File: config.mk
export PLATFORM = sky130hd
export DESIGN_NAME = lsu_obi_subsys
export DESIGN_NICKNAME = d
export VERILOG_FILES = /design/src/hw/lsu_core_pkg.sv /design/src/hw/obi_bus_pkg.sv /design/src/hw/obi_data_if.sv /design/src/hw/lsu_obi_subsys.sv /design/src/hw/lsu_load_align.sv /design/src/hw/lsu_response_filter.sv /design/src/hw/lsu_issue.sv
export SDC_FILE = /design/constraint.sdc
export NUM_CORES = 1
export LEC_CHECK = 0
export BUFFER_PORTS_ARGS = -buffer_cell sky130_fd_sc_hd__clkbuf_2
export CORE_MARGIN = 3
export CORE_UTILIZATION = 44
export DETAILED_ROUTE_END_ITERATION = 10
export GPL_ROUTABILITY_DRIVEN = 1
export PLACE_DENSITY = 0.86
export SLEW_MARGIN = 40
export SYNTH_ARGS = -nofsm -noshare
export SYNTH_HDL_FRONTEND = slang
export SYNTH_SLANG_ARGS = --single-unit
File: constraint.sdc
create_clock -name clk -period 4.27 [get_ports clk]
set_input_delay 0 -clock clk [delete_from_list [all_inputs] [get_ports clk]]
set_output_delay 0 -clock clk [all_outputs]
set_load 0.1 [all_outputs]
File: src/hw/lsu_core_pkg.sv
package lsu_core_pkg;

  ////////////////////////////////////////////////////////////
  // Core command encodings
  ////////////////////////////////////////////////////////////

  // Direction of a core data access
  typedef enum logic {
    op_load  = 1'b0,
    op_store = 1'b1
  } lsu_op_e;

  // Access size, encoding 2'b11 is never issued
  typedef enum logic [1:0] {
    size_byte = 2'b00,
    size_half = 2'b01,
    size_word = 2'b10
  } lsu_size_e;

  ////////////////////////////////////////////////////////////
  // Attribute map and sizing
  ////////////////////////////////////////////////////////////

  // Bufferable window, bounds inclusive
  localparam logic [31:0] buf_base  = 32'h2000_0000;
  localparam logic [31:0] buf_limit = 32'h2FFF_FFFF;

  // Max transfers open on the bus at once
  localparam int unsigned lsu_depth = 2;

endpackage

File: src/hw/obi_bus_pkg.sv
package obi_bus_pkg;

  ////////////////////////////////////////////////////////////
  // Bus widths
  ////////////////////////////////////////////////////////////

  localparam int unsigned obi_addr_w = 32;
  localparam int unsigned obi_data_w = 32;
  // One enable per byte lane
  localparam int unsigned obi_be_w   = obi_data_w / 8;

  ////////////////////////////////////////////////////////////
  // Transfer types
  ////////////////////////////////////////////////////////////

  // Request phase of one data transfer
  typedef struct packed {
    logic [obi_addr_w-1:0] addr;
    logic                  we;
    logic [obi_be_w-1:0]   be;
    logic [obi_data_w-1:0] wdata;
    // Store that may be completed towards the core before the bus answers
    logic                  bufferable;
  } obi_data_req_t;

  // Response phase, returned in order with rvalid
  typedef struct packed {
    logic [obi_data_w-1:0] rdata;
    logic                  err;
  } obi_data_resp_t;

  // Attributes kept per transfer still open on the bus
  typedef struct packed {
    logic bufferable;
    logic store;
  } outstanding_t;

endpackage
File: src/hw/obi_data_if.sv
`timescale 1ns/1ps

interface obi_data_if (
  input logic clk
);
  import obi_bus_pkg::*;

  // Request channel
  logic           req;
  logic           gnt;
  obi_data_req_t  trans;

  // Response channel, never back-pressured
  logic           rvalid;
  obi_data_resp_t resp;

  // Producer side, drives request and response fields of its stream
  modport mgr (
    input  clk,
    input  gnt,
    output req,
    output trans,
    output rvalid,
    output resp
  );

  // Request acceptor
  modport sub (
    input  clk,
    input  req,
    input  trans,
    output gnt
  );

  // Passive observer of both phases
  modport mon (
    input clk,
    input req,
    input gnt,
    input trans,
    input rvalid,
    input resp
  );

endinterface

File: src/hw/lsu_obi_subsys.sv
`timescale 1ns/1ps

module lsu_obi_subsys (
  input  logic                               clk,
  input  logic                               rst_n,
  // Core command
  input  logic                               lsu_req_valid_i,
  input  lsu_core_pkg::lsu_op_e              lsu_op_i,
  input  lsu_core_pkg::lsu_size_e            lsu_size_i,
  input  logic                               lsu_sign_ext_i,
  input  logic [obi_bus_pkg::obi_addr_w-1:0] lsu_addr_i,
  input  logic [obi_bus_pkg::obi_data_w-1:0] lsu_wdata_i,
  output logic                               lsu_req_ready_o,
  // Core response
  output logic                               lsu_resp_valid_o,
  output logic [obi_bus_pkg::obi_data_w-1:0] lsu_rdata_o,
  output logic                               lsu_err_o,
  output logic                               lsu_busy_o,
  output logic                               store_err_o,
  output logic                               err_type_o,
  // OBI data bus
  output logic                               bus_req_o,
  output logic [obi_bus_pkg::obi_addr_w-1:0] bus_addr_o,
  output logic                               bus_we_o,
  output logic [obi_bus_pkg::obi_be_w-1:0]   bus_be_o,
  output logic [obi_bus_pkg::obi_data_w-1:0] bus_wdata_o,
  input  logic                               bus_gnt_i,
  input  logic                               bus_rvalid_i,
  input  logic [obi_bus_pkg::obi_data_w-1:0] bus_rdata_i,
  input  logic                               bus_err_i
);
  import obi_bus_pkg::*;
  import lsu_core_pkg::*;

  obi_data_req_t  bus_trans;
  obi_data_resp_t bus_resp;

  // Issue to filter, and filter response towards core and aligner
  obi_data_if core_side_if (.clk(clk));
  obi_data_if resp_if (.clk(clk));

  lsu_issue u_issue (
    .clk             (clk),
    .rst_n           (rst_n),
    .lsu_req_valid_i (lsu_req_valid_i),
    .lsu_op_i        (lsu_op_i),
    .lsu_size_i      (lsu_size_i),
    .lsu_addr_i      (lsu_addr_i),
    .lsu_wdata_i     (lsu_wdata_i),
    .lsu_req_ready_o (lsu_req_ready_o),
    .obi_o           (core_side_if.mgr)
  );

  lsu_response_filter #(
    .DEPTH (lsu_depth)
  ) u_filter (
    .clk          (clk),
    .rst_n        (rst_n),
    .core_i       (core_side_if.sub),
    .bus_req_o    (bus_req_o),
    .bus_trans_o  (bus_trans),
    .bus_gnt_i    (bus_gnt_i),
    .bus_rvalid_i (bus_rvalid_i),
    .bus_resp_i   (bus_resp),
    .resp_o       (resp_if.mgr),
    .busy_o       (lsu_busy_o),
    .store_err_o  (store_err_o),
    .err_type_o   (err_type_o)
  );

  lsu_load_align u_align (
    .clk            (clk),
    .rst_n          (rst_n),
    .issue_i        (core_side_if.mon),
    .resp_i         (resp_if.mon),
    .lsu_size_i     (lsu_size_i),
    .lsu_sign_ext_i (lsu_sign_ext_i),
    .lsu_rdata_o    (lsu_rdata_o),
    .lsu_err_o      (lsu_err_o)
  );

  assign lsu_resp_valid_o = resp_if.rvalid;

  // Flatten bus request, bufferable stays internal
  assign bus_addr_o  = bus_trans.addr;
  assign bus_we_o    = bus_trans.we;
  assign bus_be_o    = bus_trans.be;
  assign bus_wdata_o = bus_trans.wdata;
  assign bus_resp    = '{rdata: bus_rdata_i, err: bus_err_i};

endmodule

File: src/hw/lsu_load_align.sv
`timescale 1ns/1ps

module lsu_load_align (
  input  logic                               clk,
  input  logic                               rst_n,
  obi_data_if.mon                            issue_i,
  obi_data_if.mon                            resp_i,
  input  lsu_core_pkg::lsu_size_e            lsu_size_i,
  input  logic                               lsu_sign_ext_i,
  output logic [obi_bus_pkg::obi_data_w-1:0] lsu_rdata_o,
  output logic                               lsu_err_o
);
  import lsu_core_pkg::*;

  localparam int unsigned ptr_w = (lsu_depth > 1) ? $clog2(lsu_depth) : 1;

  // One entry per core-side transfer, stores only hold the marker
  typedef struct packed {
    logic       is_store;
    logic       bufferable;
    lsu_size_e  size;
    logic       sign_ext;
    logic [1:0] offset;
  } load_attr_t;

  load_attr_t       attr_mem [lsu_depth];
  load_attr_t       head;
  logic [ptr_w-1:0] wr_ptr_q;
  logic [ptr_w-1:0] rd_ptr_q;
  logic             push;
  logic             pop;
  logic [31:0]      shifted;
  logic [31:0]      extended;

  // Written at core acceptance, read at core response
  assign push = issue_i.req && issue_i.gnt;
  assign pop  = resp_i.rvalid;

  always_ff @(posedge clk or negedge rst_n) begin
    if (!rst_n) begin
      wr_ptr_q <= '0;
      rd_ptr_q <= '0;
    end else begin
      if (push) begin
        wr_ptr_q <= (wr_ptr_q == ptr_w'(lsu_depth - 1)) ? '0 : wr_ptr_q + 1'b1;
      end
      if (pop) begin
        rd_ptr_q <= (rd_ptr_q == ptr_w'(lsu_depth - 1)) ? '0 : rd_ptr_q + 1'b1;
      end
    end
  end

  always_ff @(posedge clk) begin
    if (push) begin
      attr_mem[wr_ptr_q] <= '{is_store:   issue_i.trans.we,
                              bufferable: issue_i.trans.bufferable,
                              size:       lsu_size_i,
                              sign_ext:   lsu_sign_ext_i,
                              offset:     issue_i.trans.addr[1:0]};
    end
  end

  assign head = attr_mem[rd_ptr_q];

  // Addressed byte lands in lane 0
  assign shifted = resp_i.resp.rdata >> {head.offset, 3'b000};

  always_comb begin
    case (head.size)
      size_byte: extended = {{24{head.sign_ext & shifted[7]}}, shifted[7:0]};
      size_half: extended = {{16{head.sign_ext & shifted[15]}}, shifted[15:0]};
      default:   extended = shifted;
    endcase
  end

  assign lsu_rdata_o = head.is_store ? '0 : extended;
  // Buffered store errors are reported through store_err_o instead
  assign lsu_err_o   = resp_i.resp.err && !head.bufferable;

endmodule

File: src/hw/lsu_response_filter.sv
`timescale 1ns/1ps

module lsu_response_filter #(
  parameter int unsigned DEPTH = 2
) (
  input  logic                        clk,
  input  logic                        rst_n,
  obi_data_if.sub                     core_i,
  output logic                        bus_req_o,
  output obi_bus_pkg::obi_data_req_t  bus_trans_o,
  input  logic                        bus_gnt_i,
  input  logic                        bus_rvalid_i,
  input  obi_bus_pkg::obi_data_resp_t bus_resp_i,
  obi_data_if.mgr                     resp_o,
  output logic                        busy_o,
  output logic                        store_err_o,
  output logic                        err_type_o
);
  import obi_bus_pkg::*;

  localparam int unsigned cnt_w = $clog2(DEPTH + 1);

  // Transfers open towards the bus
  logic [cnt_w-1:0] bus_cnt_q;
  logic [cnt_w-1:0] bus_cnt_d;
  // Transfers the core still waits on
  logic [cnt_w-1:0] core_cnt_q;
  logic [cnt_w-1:0] core_cnt_d;

  logic             has_room;
  logic             core_accept;
  logic             bus_accept;
  logic             bus_oldest_buf;
  logic             core_oldest_buf;
  logic             core_resp_valid;

  // Newest entry at index 1, oldest at index count
  // Index 0 stays zero so an empty side reads non-bufferable
  outstanding_t [DEPTH:0] outstanding_q;
  outstanding_t [DEPTH:0] outstanding_d;

  ////////////////////////////////////////////////////////////
  // Request pass-through with depth limit
  ////////////////////////////////////////////////////////////

  assign has_room    = (bus_cnt_q < cnt_w'(DEPTH));
  assign bus_req_o   = core_i.req && has_room;
  assign bus_trans_o = core_i.trans;
  // Core request is just held while full
  assign core_i.gnt  = bus_gnt_i && has_room;

  // Both handshakes share one gate so they fire together
  assign core_accept = core_i.req && core_i.gnt;
  assign bus_accept  = bus_req_o && bus_gnt_i;

  ////////////////////////////////////////////////////////////
  // Counters and attribute shift register
  ////////////////////////////////////////////////////////////

  assign bus_cnt_d  = bus_cnt_q + cnt_w'(bus_accept) - cnt_w'(bus_rvalid_i);
  assign core_cnt_d = core_cnt_q + cnt_w'(core_accept) - cnt_w'(core_resp_valid);

  always_comb begin
    outstanding_d = outstanding_q;
    if (bus_accept) begin
      outstanding_d[DEPTH:1] = outstanding_q[DEPTH-1:0];
      outstanding_d[1]       = '{bufferable: core_i.trans.bufferable,
                                 store:      core_i.trans.we};
      outstanding_d[0]       = '0;
    end
  end

  always_ff @(posedge clk or negedge rst_n) begin
    if (!rst_n) begin
      bus_cnt_q     <= '0;
      core_cnt_q    <= '0;
      outstanding_q <= '0;
    end else begin
      bus_cnt_q     <= bus_cnt_d;
      core_cnt_q    <= core_cnt_d;
      outstanding_q <= outstanding_d;
    end
  end

  ////////////////////////////////////////////////////////////
  // Response selection
  ////////////////////////////////////////////////////////////

  assign bus_oldest_buf  = outstanding_q[bus_cnt_q].bufferable;
  assign core_oldest_buf = outstanding_q[core_cnt_q].bufferable;

  // Bus busy with a buffered store, so its rvalid is swallowed
  // and the core side may complete its own buffered stores
  // Otherwise bus rvalid goes straight to the core
  assign core_resp_valid = bus_oldest_buf ? core_oldest_buf : bus_rvalid_i;

  // Response channel only, request fields idle
  assign resp_o.req    = 1'b0;
  assign resp_o.trans  = '0;
  assign resp_o.rvalid = core_resp_valid;
  assign resp_o.resp   = bus_resp_i;

  assign busy_o = (bus_cnt_q != '0) || core_i.req;

  // Imprecise error, the core already retired this store
  assign store_err_o = bus_rvalid_i && bus_resp_i.err && bus_oldest_buf;
  assign err_type_o  = outstanding_q[bus_cnt_q].store;

  // Core never tracks more than the bus has open
  a_cnt_bound: assert property (@(posedge clk) disable iff (!rst_n)
    (bus_cnt_q <= cnt_w'(DEPTH)) && (core_cnt_q <= bus_cnt_q));

  a_core_no_underflow: assert property (@(posedge clk) disable iff (!rst_n)
    core_resp_valid |-> (core_cnt_q != '0));

  a_rvalid_outstanding: assert property (@(posedge clk) disable iff (!rst_n)
    bus_rvalid_i |-> (bus_cnt_q != '0));

endmodule

File: src/hw/lsu_issue.sv
`timescale 1ns/1ps

module lsu_issue (
  input  logic                               clk,
  input  logic                               rst_n,
  input  logic                               lsu_req_valid_i,
  input  lsu_core_pkg::lsu_op_e              lsu_op_i,
  input  lsu_core_pkg::lsu_size_e            lsu_size_i,
  input  logic [obi_bus_pkg::obi_addr_w-1:0] lsu_addr_i,
  input  logic [obi_bus_pkg::obi_data_w-1:0] lsu_wdata_i,
  output logic                               lsu_req_ready_o,
  obi_data_if.mgr                            obi_o
);
  import lsu_core_pkg::*;

  logic        is_store;
  logic        in_buf_window;
  logic [3:0]  byte_en;
  logic [31:0] wdata_lanes;
  logic        aligned;

  ////////////////////////////////////////////////////////////
  // Attribute decode
  ////////////////////////////////////////////////////////////

  assign is_store      = (lsu_op_i == op_store);
  // Single fixed window, everything else is strongly ordered
  assign in_buf_window = (lsu_addr_i >= buf_base) && (lsu_addr_i <= buf_limit);

  ////////////////////////////////////////////////////////////
  // Byte enables and lane steering
  ////////////////////////////////////////////////////////////

  always_comb begin
    byte_en     = 4'b1111;
    wdata_lanes = lsu_wdata_i;
    case (lsu_size_i)
      size_byte: begin
        byte_en     = 4'b0001 << lsu_addr_i[1:0];
        // Copy into every lane, the enables pick the live one
        wdata_lanes = {4{lsu_wdata_i[7:0]}};
      end
      size_half: begin
        byte_en     = lsu_addr_i[1] ? 4'b1100 : 4'b0011;
        wdata_lanes = {2{lsu_wdata_i[15:0]}};
      end
      default: begin
        byte_en     = 4'b1111;
      end
    endcase
  end

  // Natural alignment per size
  always_comb begin
    case (lsu_size_i)
      size_byte: aligned = 1'b1;
      size_half: aligned = ~lsu_addr_i[0];
      size_word: aligned = (lsu_addr_i[1:0] == 2'b00);
      default:   aligned = 1'b0;
    endcase
  end

  // Command goes out in the same cycle
  assign obi_o.req   = lsu_req_valid_i;
  assign obi_o.trans = '{
    addr:       lsu_addr_i,
    we:         is_store,
    be:         byte_en,
    wdata:      wdata_lanes,
    bufferable: is_store && in_buf_window
  };

  // Ready already carries the filter's depth gating
  assign lsu_req_ready_o = obi_o.gnt;

  // Core only hands over naturally aligned accesses
  a_aligned_accept: assert property (@(posedge clk) disable iff (!rst_n)
    (obi_o.req && obi_o.gnt) |-> aligned)
    else $error("misaligned access accepted, addr %h", lsu_addr_i);

endmodule

==> run metrics, run 1 <==
Routed WL per cell=~15 um; Final period util=0.781; Switch Pwr=roughly 1600 uW; IO buf count=between 150 and 200; # fillers=between 500 and 600; post-synthesis register bit count=24; flop2flop setup slack=roughly 2.3 ns; CP bufs+invs=1; Startpoint Class=flip-flop; Routed Antenna Nets=0; CTS tree=built; grt ovf=0; Critical R2R Launch=u_filter.outstanding_q[3]; Hold Vio Cnt, Final=0; Layout Nets=508; final slew viol count=0; Post-synth EDFFs=14; post-synth top area share=0.186; Largest delay share family, worst path=flip-flops; Power Density=749 mW/mm^2; setup bufs post-CTS=0; Root Buffer=clkbuf_8; worst path required time=4.27 ns; vias in the first global route=2454; syn nets=about 430; gpl congestion=roughly 0.98; setup_tns=0 ns; Slew @ Worst Pin=~0.68 ns; Hold Crit Depth=0; global-route usage over all layers=0.185; Seq pwr share=0.163; DIE HEIGHT=about 86 um; Die ar.=approximately 0.0074 mm^2; core area=between 0.006 and 0.007 mm^2; Site Rows=28; Setup crit end kind=primary output; total I/O pin count=214; Period minus WS final=around 3.3 ns; ys async rst share=0.417; residual DRC count=0; Sw Share=0.685; clk slew on worst S/H paths=roughly 0.080 ns; logic gate share of total power=0.782; Cell Int Power=roughly 750 uW; first-pass GRT wire length=11300 um; worst hold margin=between 0.0001 and 0.00015 ns; Clk pwr share=0.055; DR vias=between 2000 and 3000; htree depth=1; reg-to-reg endpoint=u_filter.core_cnt_q[1]; clock sinks=24; post-synthesis compound-gate area fraction=0.170; Adder-Cell Fraction of Synth Area=0.0177; Area Growth Syn to Fin=12.6%; Relative slew margins=0.549; CP peak stage delay=0.78 ns; synth unique cells=48; Max clock buf depth=2; MaxCap Viol Count=0; Final setup viols=0; Hold Path End=bus_addr_o[16]; Starting Density=0.466; CP cell instances=mux2i_4 > mux2_4 > o221ai_4 > or2_1 > o211ai_1 > clkbuf_2; Antenna Cells=0; synth top area cells=buf_4 (19%), edfxtp_1 (15%), dfrtp_1 (8.9%); register area share after synthesis=0.237; total iterations of the first detailed-routing run=4; synthesized instance count=318; CTS buffer count=3; Die Width=~86 um; M1 GR Usage=0.208; Fmax achieved=~0.30 GHz; largest family of logic cells by synthesized area=buffers and inverters; worst-path maximum fanout=17; IR drop worst, VDD=0.553 mV; initial antenna violation count=0; top_reg_cell synth=edfxtp_1; GR peak layer=met2; Reg2Reg Depth=9; mux cell area share after synthesis=0.190; GRT met2 Usage=0.343; min-delay src=lsu_addr_i[16]; largest net degree at the start of global routing=32; Worst-Skew Late Latency=between 0.2 and 0.3 ns; fraction of layout cells with a size suffix above 1=0.496; dpl hpwl=roughly 5900 um; Yosys warnings=0; Total Routed Length=7200 um; status=complete, no violations; met3 usage=0.0327; RSZ-0062 raised after global routing=false; Final Skew=around 0.0023 ns; initial DRC count=66; Worst Hold Class=primary input to primary output; Avg Cell Area, Syn=a little under 9 um^2; Setup CP Type=flip-flop to primary output; synthesized cell area=~0.0028 mm^2; Synth area leader=buf_4; Lkg Pwr=about 0.0016 uW; Critical Path AT=3.33 ns; simple logic cell fraction of the synthesized area=0.132; CP max-delay cell=dfrtp_1; Vias per Instance=~5.4; XOR/XNOR share of the synthesized area=0.0186
==> placed cells by master, fill, tap and decap left out, drive strengths merged, types with 3 or more instances in the layout <==
cell type / count
a211oi: 14
nand3: 11
edfxtp: 14
ha: 4
nor2: 7
xnor2: 5
or2: 3
a21oi: 9
o21ai: 12
mux2: 23
clkbuf: 164
a2bb2oi: 8
o211ai: 8
nor2b: 11
dfrtp: 10
inv: 9
nand2b: 5
mux2i: 25
nand2: 23
==> metal layers <==
layer / vias up / part of all wire
li1: 1227 / -
met1: 1159 / 0.36
met2: 171 / 0.50
met3: 14 / 0.11
met4: 0 / 0.024
met5: - / 0
==> registers in the layout, indices dropped and copies added (netlist names) <==
name,flops
u_filter.bus_cnt_q,2
u_align.wr_ptr_q,1
u_align.rd_ptr_q,1
u_filter.outstanding_q,4
u_filter.core_cnt_q,2
u_align.attr_mem,14
==> synthesized netlist by cell type, types with 3 or more instances <==
cell type  instances
mux2_2            21
edfxtp_1          14
nor2b_1           11
xnor2_1            5
buf_4             70
mux2i_1           23
o21ai_0           12
a2bb2oi_1          8
buf_6              3
a21oi_1            9
a211oi_1          14
nor2_1             7
inv_1              9
ha_1               4
buf_2              6
nand2_1           23
o211ai_1           7
clkbuf_1           9
nand2b_1           5
nand3_1           11
dfrtp_1           10
==> cell type report <==
cell class	count	area (um^2)	share of cell area
multi-input cells	196	1510	0.473
repair buffers	164	833	0.262
flip-flops and latches	24	671	0.211
well taps	75	93.8	0.0295
clock buffers	3	41.3	0.0130
inverters	9	33.8	0.0106
clock inverters	1	3.75	0.00118
==> metrics by stage <==
| stage | setup slack (ns) | util | power (uW) | instance area [um^2] | cells |
|---|---|---|---|---|---|
| CTS | 0.884 | 0.524 | 2390 | 3180 | 472 |
| detailed placement | 1.16 | 0.513 | 2250 | 3110 | 466 |
| finish | 0.936 | 0.525 | 2380 | 3180 | 472 |
| global route | 0.746 | 0.525 | 2490 | 3180 | 472 |
| floorplan | 0.702 | - | 2150 | 2830 | 318 |
| global placement | 1.25 | 0.513 | 2220 | 3110 | 466 |
==> what timing repair did <==
item | CTS | global route
gates resized for setup | 0 | 0
hold buffers | 2 | 0
hold endpoints to repair | 12 | 0
==> power by group through the flow <==
stage	registers, uW	clock network [uW]	logic (uW)
2_1_floorplan	335	0	1820
3_5_place_dp	392	0	1860
3_3_place_gp	385	0	1840
6_report	387	131	1860
5_1_grt	397	144	1940
4_1_cts	387	135	1860
==> how the worst max path moves through the flow <==
stage | from | end | slack [ns] | cells past startpoint
floorplan | u_align.rd_ptr_q | lsu_rdata_o[6] | 0.70 | 6
global placement | u_align.rd_ptr_q | lsu_rdata_o[30] | 1.25 | 6
detailed placement | u_align.rd_ptr_q | lsu_rdata_o[11] | 1.16 | 6
CTS | u_align.rd_ptr_q | lsu_rdata_o[11] | 0.88 | 6
global route | u_align.rd_ptr_q | lsu_rdata_o[16] | 0.75 | 6
finish | u_align.rd_ptr_q | lsu_rdata_o[16] | 0.94 | 6
==> worst register-to-register path, stage by stage, from the launching register on <==
cell,delay [ns]
dfrtp_1,0.45
and3b_1,0.20
nor3_1,0.12
o21ai_0,0.09
a31o_2,0.26
ha_1,0.28
inv_1,0.03
ha_1,0.18
xnor2_1,0.17
xnor2_1,0.14
==> logic make-up (layout without fill, tap and decap cells) <==
| kind of cell | Yosys count | after routing |
|---|---|---|
| AO/OA/AOI/OAI | 65 | 65 |
| XOR/XNOR | 6 | 6 |
| adder cells (fa/ha/maj) | 4 | 4 |
| buffers and inverters | 98 | 177 |
| flip-flops | 24 | 24 |
| multiplexers | 48 | 48 |
| AND/OR/NAND/NOR | 73 | 73 |
(Power assumes the default switching activity.)
==> run 2: changes to the inputs <==
CORE_UTILIZATION = 41   (was 44)
PLACE_DENSITY = 0.81   (was 0.86)
clock period = 3.1 ns   (was 4.27 ns; I/O delays follow)
==> run metrics, run 2 (same netlist as run 1, synthesis figures left out) <==
status=complete, no violations; Crit. Startpoint=u_align.rd_ptr_q; Antenna Cells=0; core area=between 0.006 and 0.007 mm^2; Critical R2R Launch=u_filter.outstanding_q[3]; Routed WL per cell=16.0 um; total iterations of the first detailed-routing run=4; Area Growth Syn to Fin=27.9%; CP cell instances=mux2i_4 > mux2_4 > o221ai_4 > or2_1 > o211ai_1 > buf_12; Site Rows=29; Startpoint Class=flip-flop; largest net degree at the start of global routing=32; biggest registers after layout=u_align.attr_mem: 14 flops, u_filter.outstanding_q: 4 flops; Total Routed Length=roughly 7600 um; MaxCap Viol Count=0; reg-to-reg endpoint=u_filter.core_cnt_q[1]; Power Density=a little over 1000 mW/mm^2; max reg flops=14; CP peak stage delay=0.52 ns; Setup WS post-layout=approximately 0.37 ns; Worst Setup EP=lsu_rdata_o[17]; CTS buffer count=3; IR drop worst, VDD=about 0.44 mV; gpl congestion=0.893; IO buf count=~160; Top reg by flops=u_align.attr_mem; grt ovf=0; clk slew on worst S/H paths=~0.070 ns; DIE HEIGHT=a little under 90 um; Vias per Instance=about 5.4; initial antenna violation count=0; setup_tns=0 ns; dpl hpwl=~6300 um; htree depth=1; Lkg Pwr=~0.0017 uW; vias in the first global route=between 2000 and 2500; leading cell type in the layout, fill and taps excluded=clkbuf_2; Die ar.=a little under 0.008 mm^2; Final Skew=approximately 0.004 ns; RSZ-0062 raised after global routing=false; first-pass GRT wire length=approximately 11000 um; worst hold margin=~0.000039 ns; Overall Power=around 3700 uW; DP Worst Slack=between 0.6 and 0.7 ns; Max clock buf depth=2; Reg2Reg Depth=9; worst-path maximum fanout=17; Resized Gates After CTS=0; Die Width=approximately 90 um; Root Buffer=clkbuf_8; leading cell types in the layout, fill and taps excluded=clkbuf_2 (134), buf_12 (24), nand2_1 (23), mux2i_1 (23), mux2_2 (21); # fillers=575; Critical Path AT=between 2 and 3 ns; Final setup viols=0; Final period util=0.880; clock sinks=24; Fmax achieved=between 0.3 and 0.4 GHz; min-delay src=lsu_addr_i[27]; Relative slew margins=0.557; Hold Vio Cnt, Final=0; Slew @ Worst Pin=roughly 0.66 ns; flop2flop setup slack=about 1.1 ns; DR vias=2585; initial DRC count=42; Starting Density=0.433; fraction of layout cells with a size suffix above 1=0.519; global-route usage over all layers=0.181; total I/O pin count=around 210; final slew viol count=0; Routed Antenna Nets=0; CP max-delay cell=or2_1; residual DRC count=0; Worst Hold Class=primary input to primary output; CTS tree=built; Period minus WS final=2.73 ns; Setup crit end kind=primary output; Worst-Skew Late Latency=0.26 ns; Setup CP Type=flip-flop to primary output; Layout Nets=512; worst path required time=3.10 ns
## run 2: changes by cell type in the layout (fill, tap and decap cells not counted), moves of 2 or more
cell and delta:
clkbuf_2 -27, a211oi_2 +7, buf_4 +7, nor3b_2 -2
buf_12 +24, a211oi_1 -7, nor3b_1 +2
## run 2: per-layer routing
layer,vias up,share of wire,GRT usage,routed length [um]
met5,-,0,0,0
met4,0,0.025,0.0650,190
met3,17,0.10,0.0387,777
met2,168,0.51,0.341,3860
met1,1169,0.37,0.198,2800
li1,1231,-,-,-
## run 2: per-stage QoR
stage / cell area, um^2 / utilization / std cells
finish: 3610 / 0.553 / 478
global route: 3610 / 0.553 / 478
floorplan: 2870 / - / 318
global placement: 3550 / 0.543 / 472
detailed placement: 3550 / 0.543 / 472
CTS: 3610 / 0.553 / 478
## run 2: cell type report
| type | instances | area (um^2) | area share |
|---|---|---|---|
| multi-input combinational | 196 | 1540 | 0.425 |
| timing repair buffer | 168 | 1230 | 0.341 |
| sequential | 24 | 671 | 0.186 |
| tap | 77 | 96.3 | 0.0267 |
| clock buffer | 3 | 41.3 | 0.0114 |
| inverter | 9 | 33.8 | 0.00935 |
| clock inverter | 1 | 3.75 | 0.00104 |
## run 2: how the worst min path moves through the flow
stage               depth (start not counted)                   endpoint
CTS                                         0             bus_addr_o[15]
detailed placement                          1  u_filter.outstanding_q[4]
floorplan                                   0           u_align.rd_ptr_q
finish                                      0             bus_addr_o[27]
global placement                            1  u_filter.outstanding_q[2]
global route                                0              bus_addr_o[2]
## run 2: power by group
group          internal (uW)  switching, uW
clock network           88.5           91.7
registers                420           91.3
logic                    866           2150
## run 2: worst max-delay path: cells and delay by family (launching register included)
kind                   cells  cell delay, ns
buffers and inverters      1            0.23
flip-flops                 1            0.48
AO/OA/AOI/OAI              2            0.52
multiplexers               2            0.69
AND/OR/NAND/NOR            1            0.52
## run 2: what timing repair did
action | 4_1_cts | 5_1_grt
setup buffers | 0 | 0
hold buffers | 2 | 0
hold endpoints to repair | 12 | 0
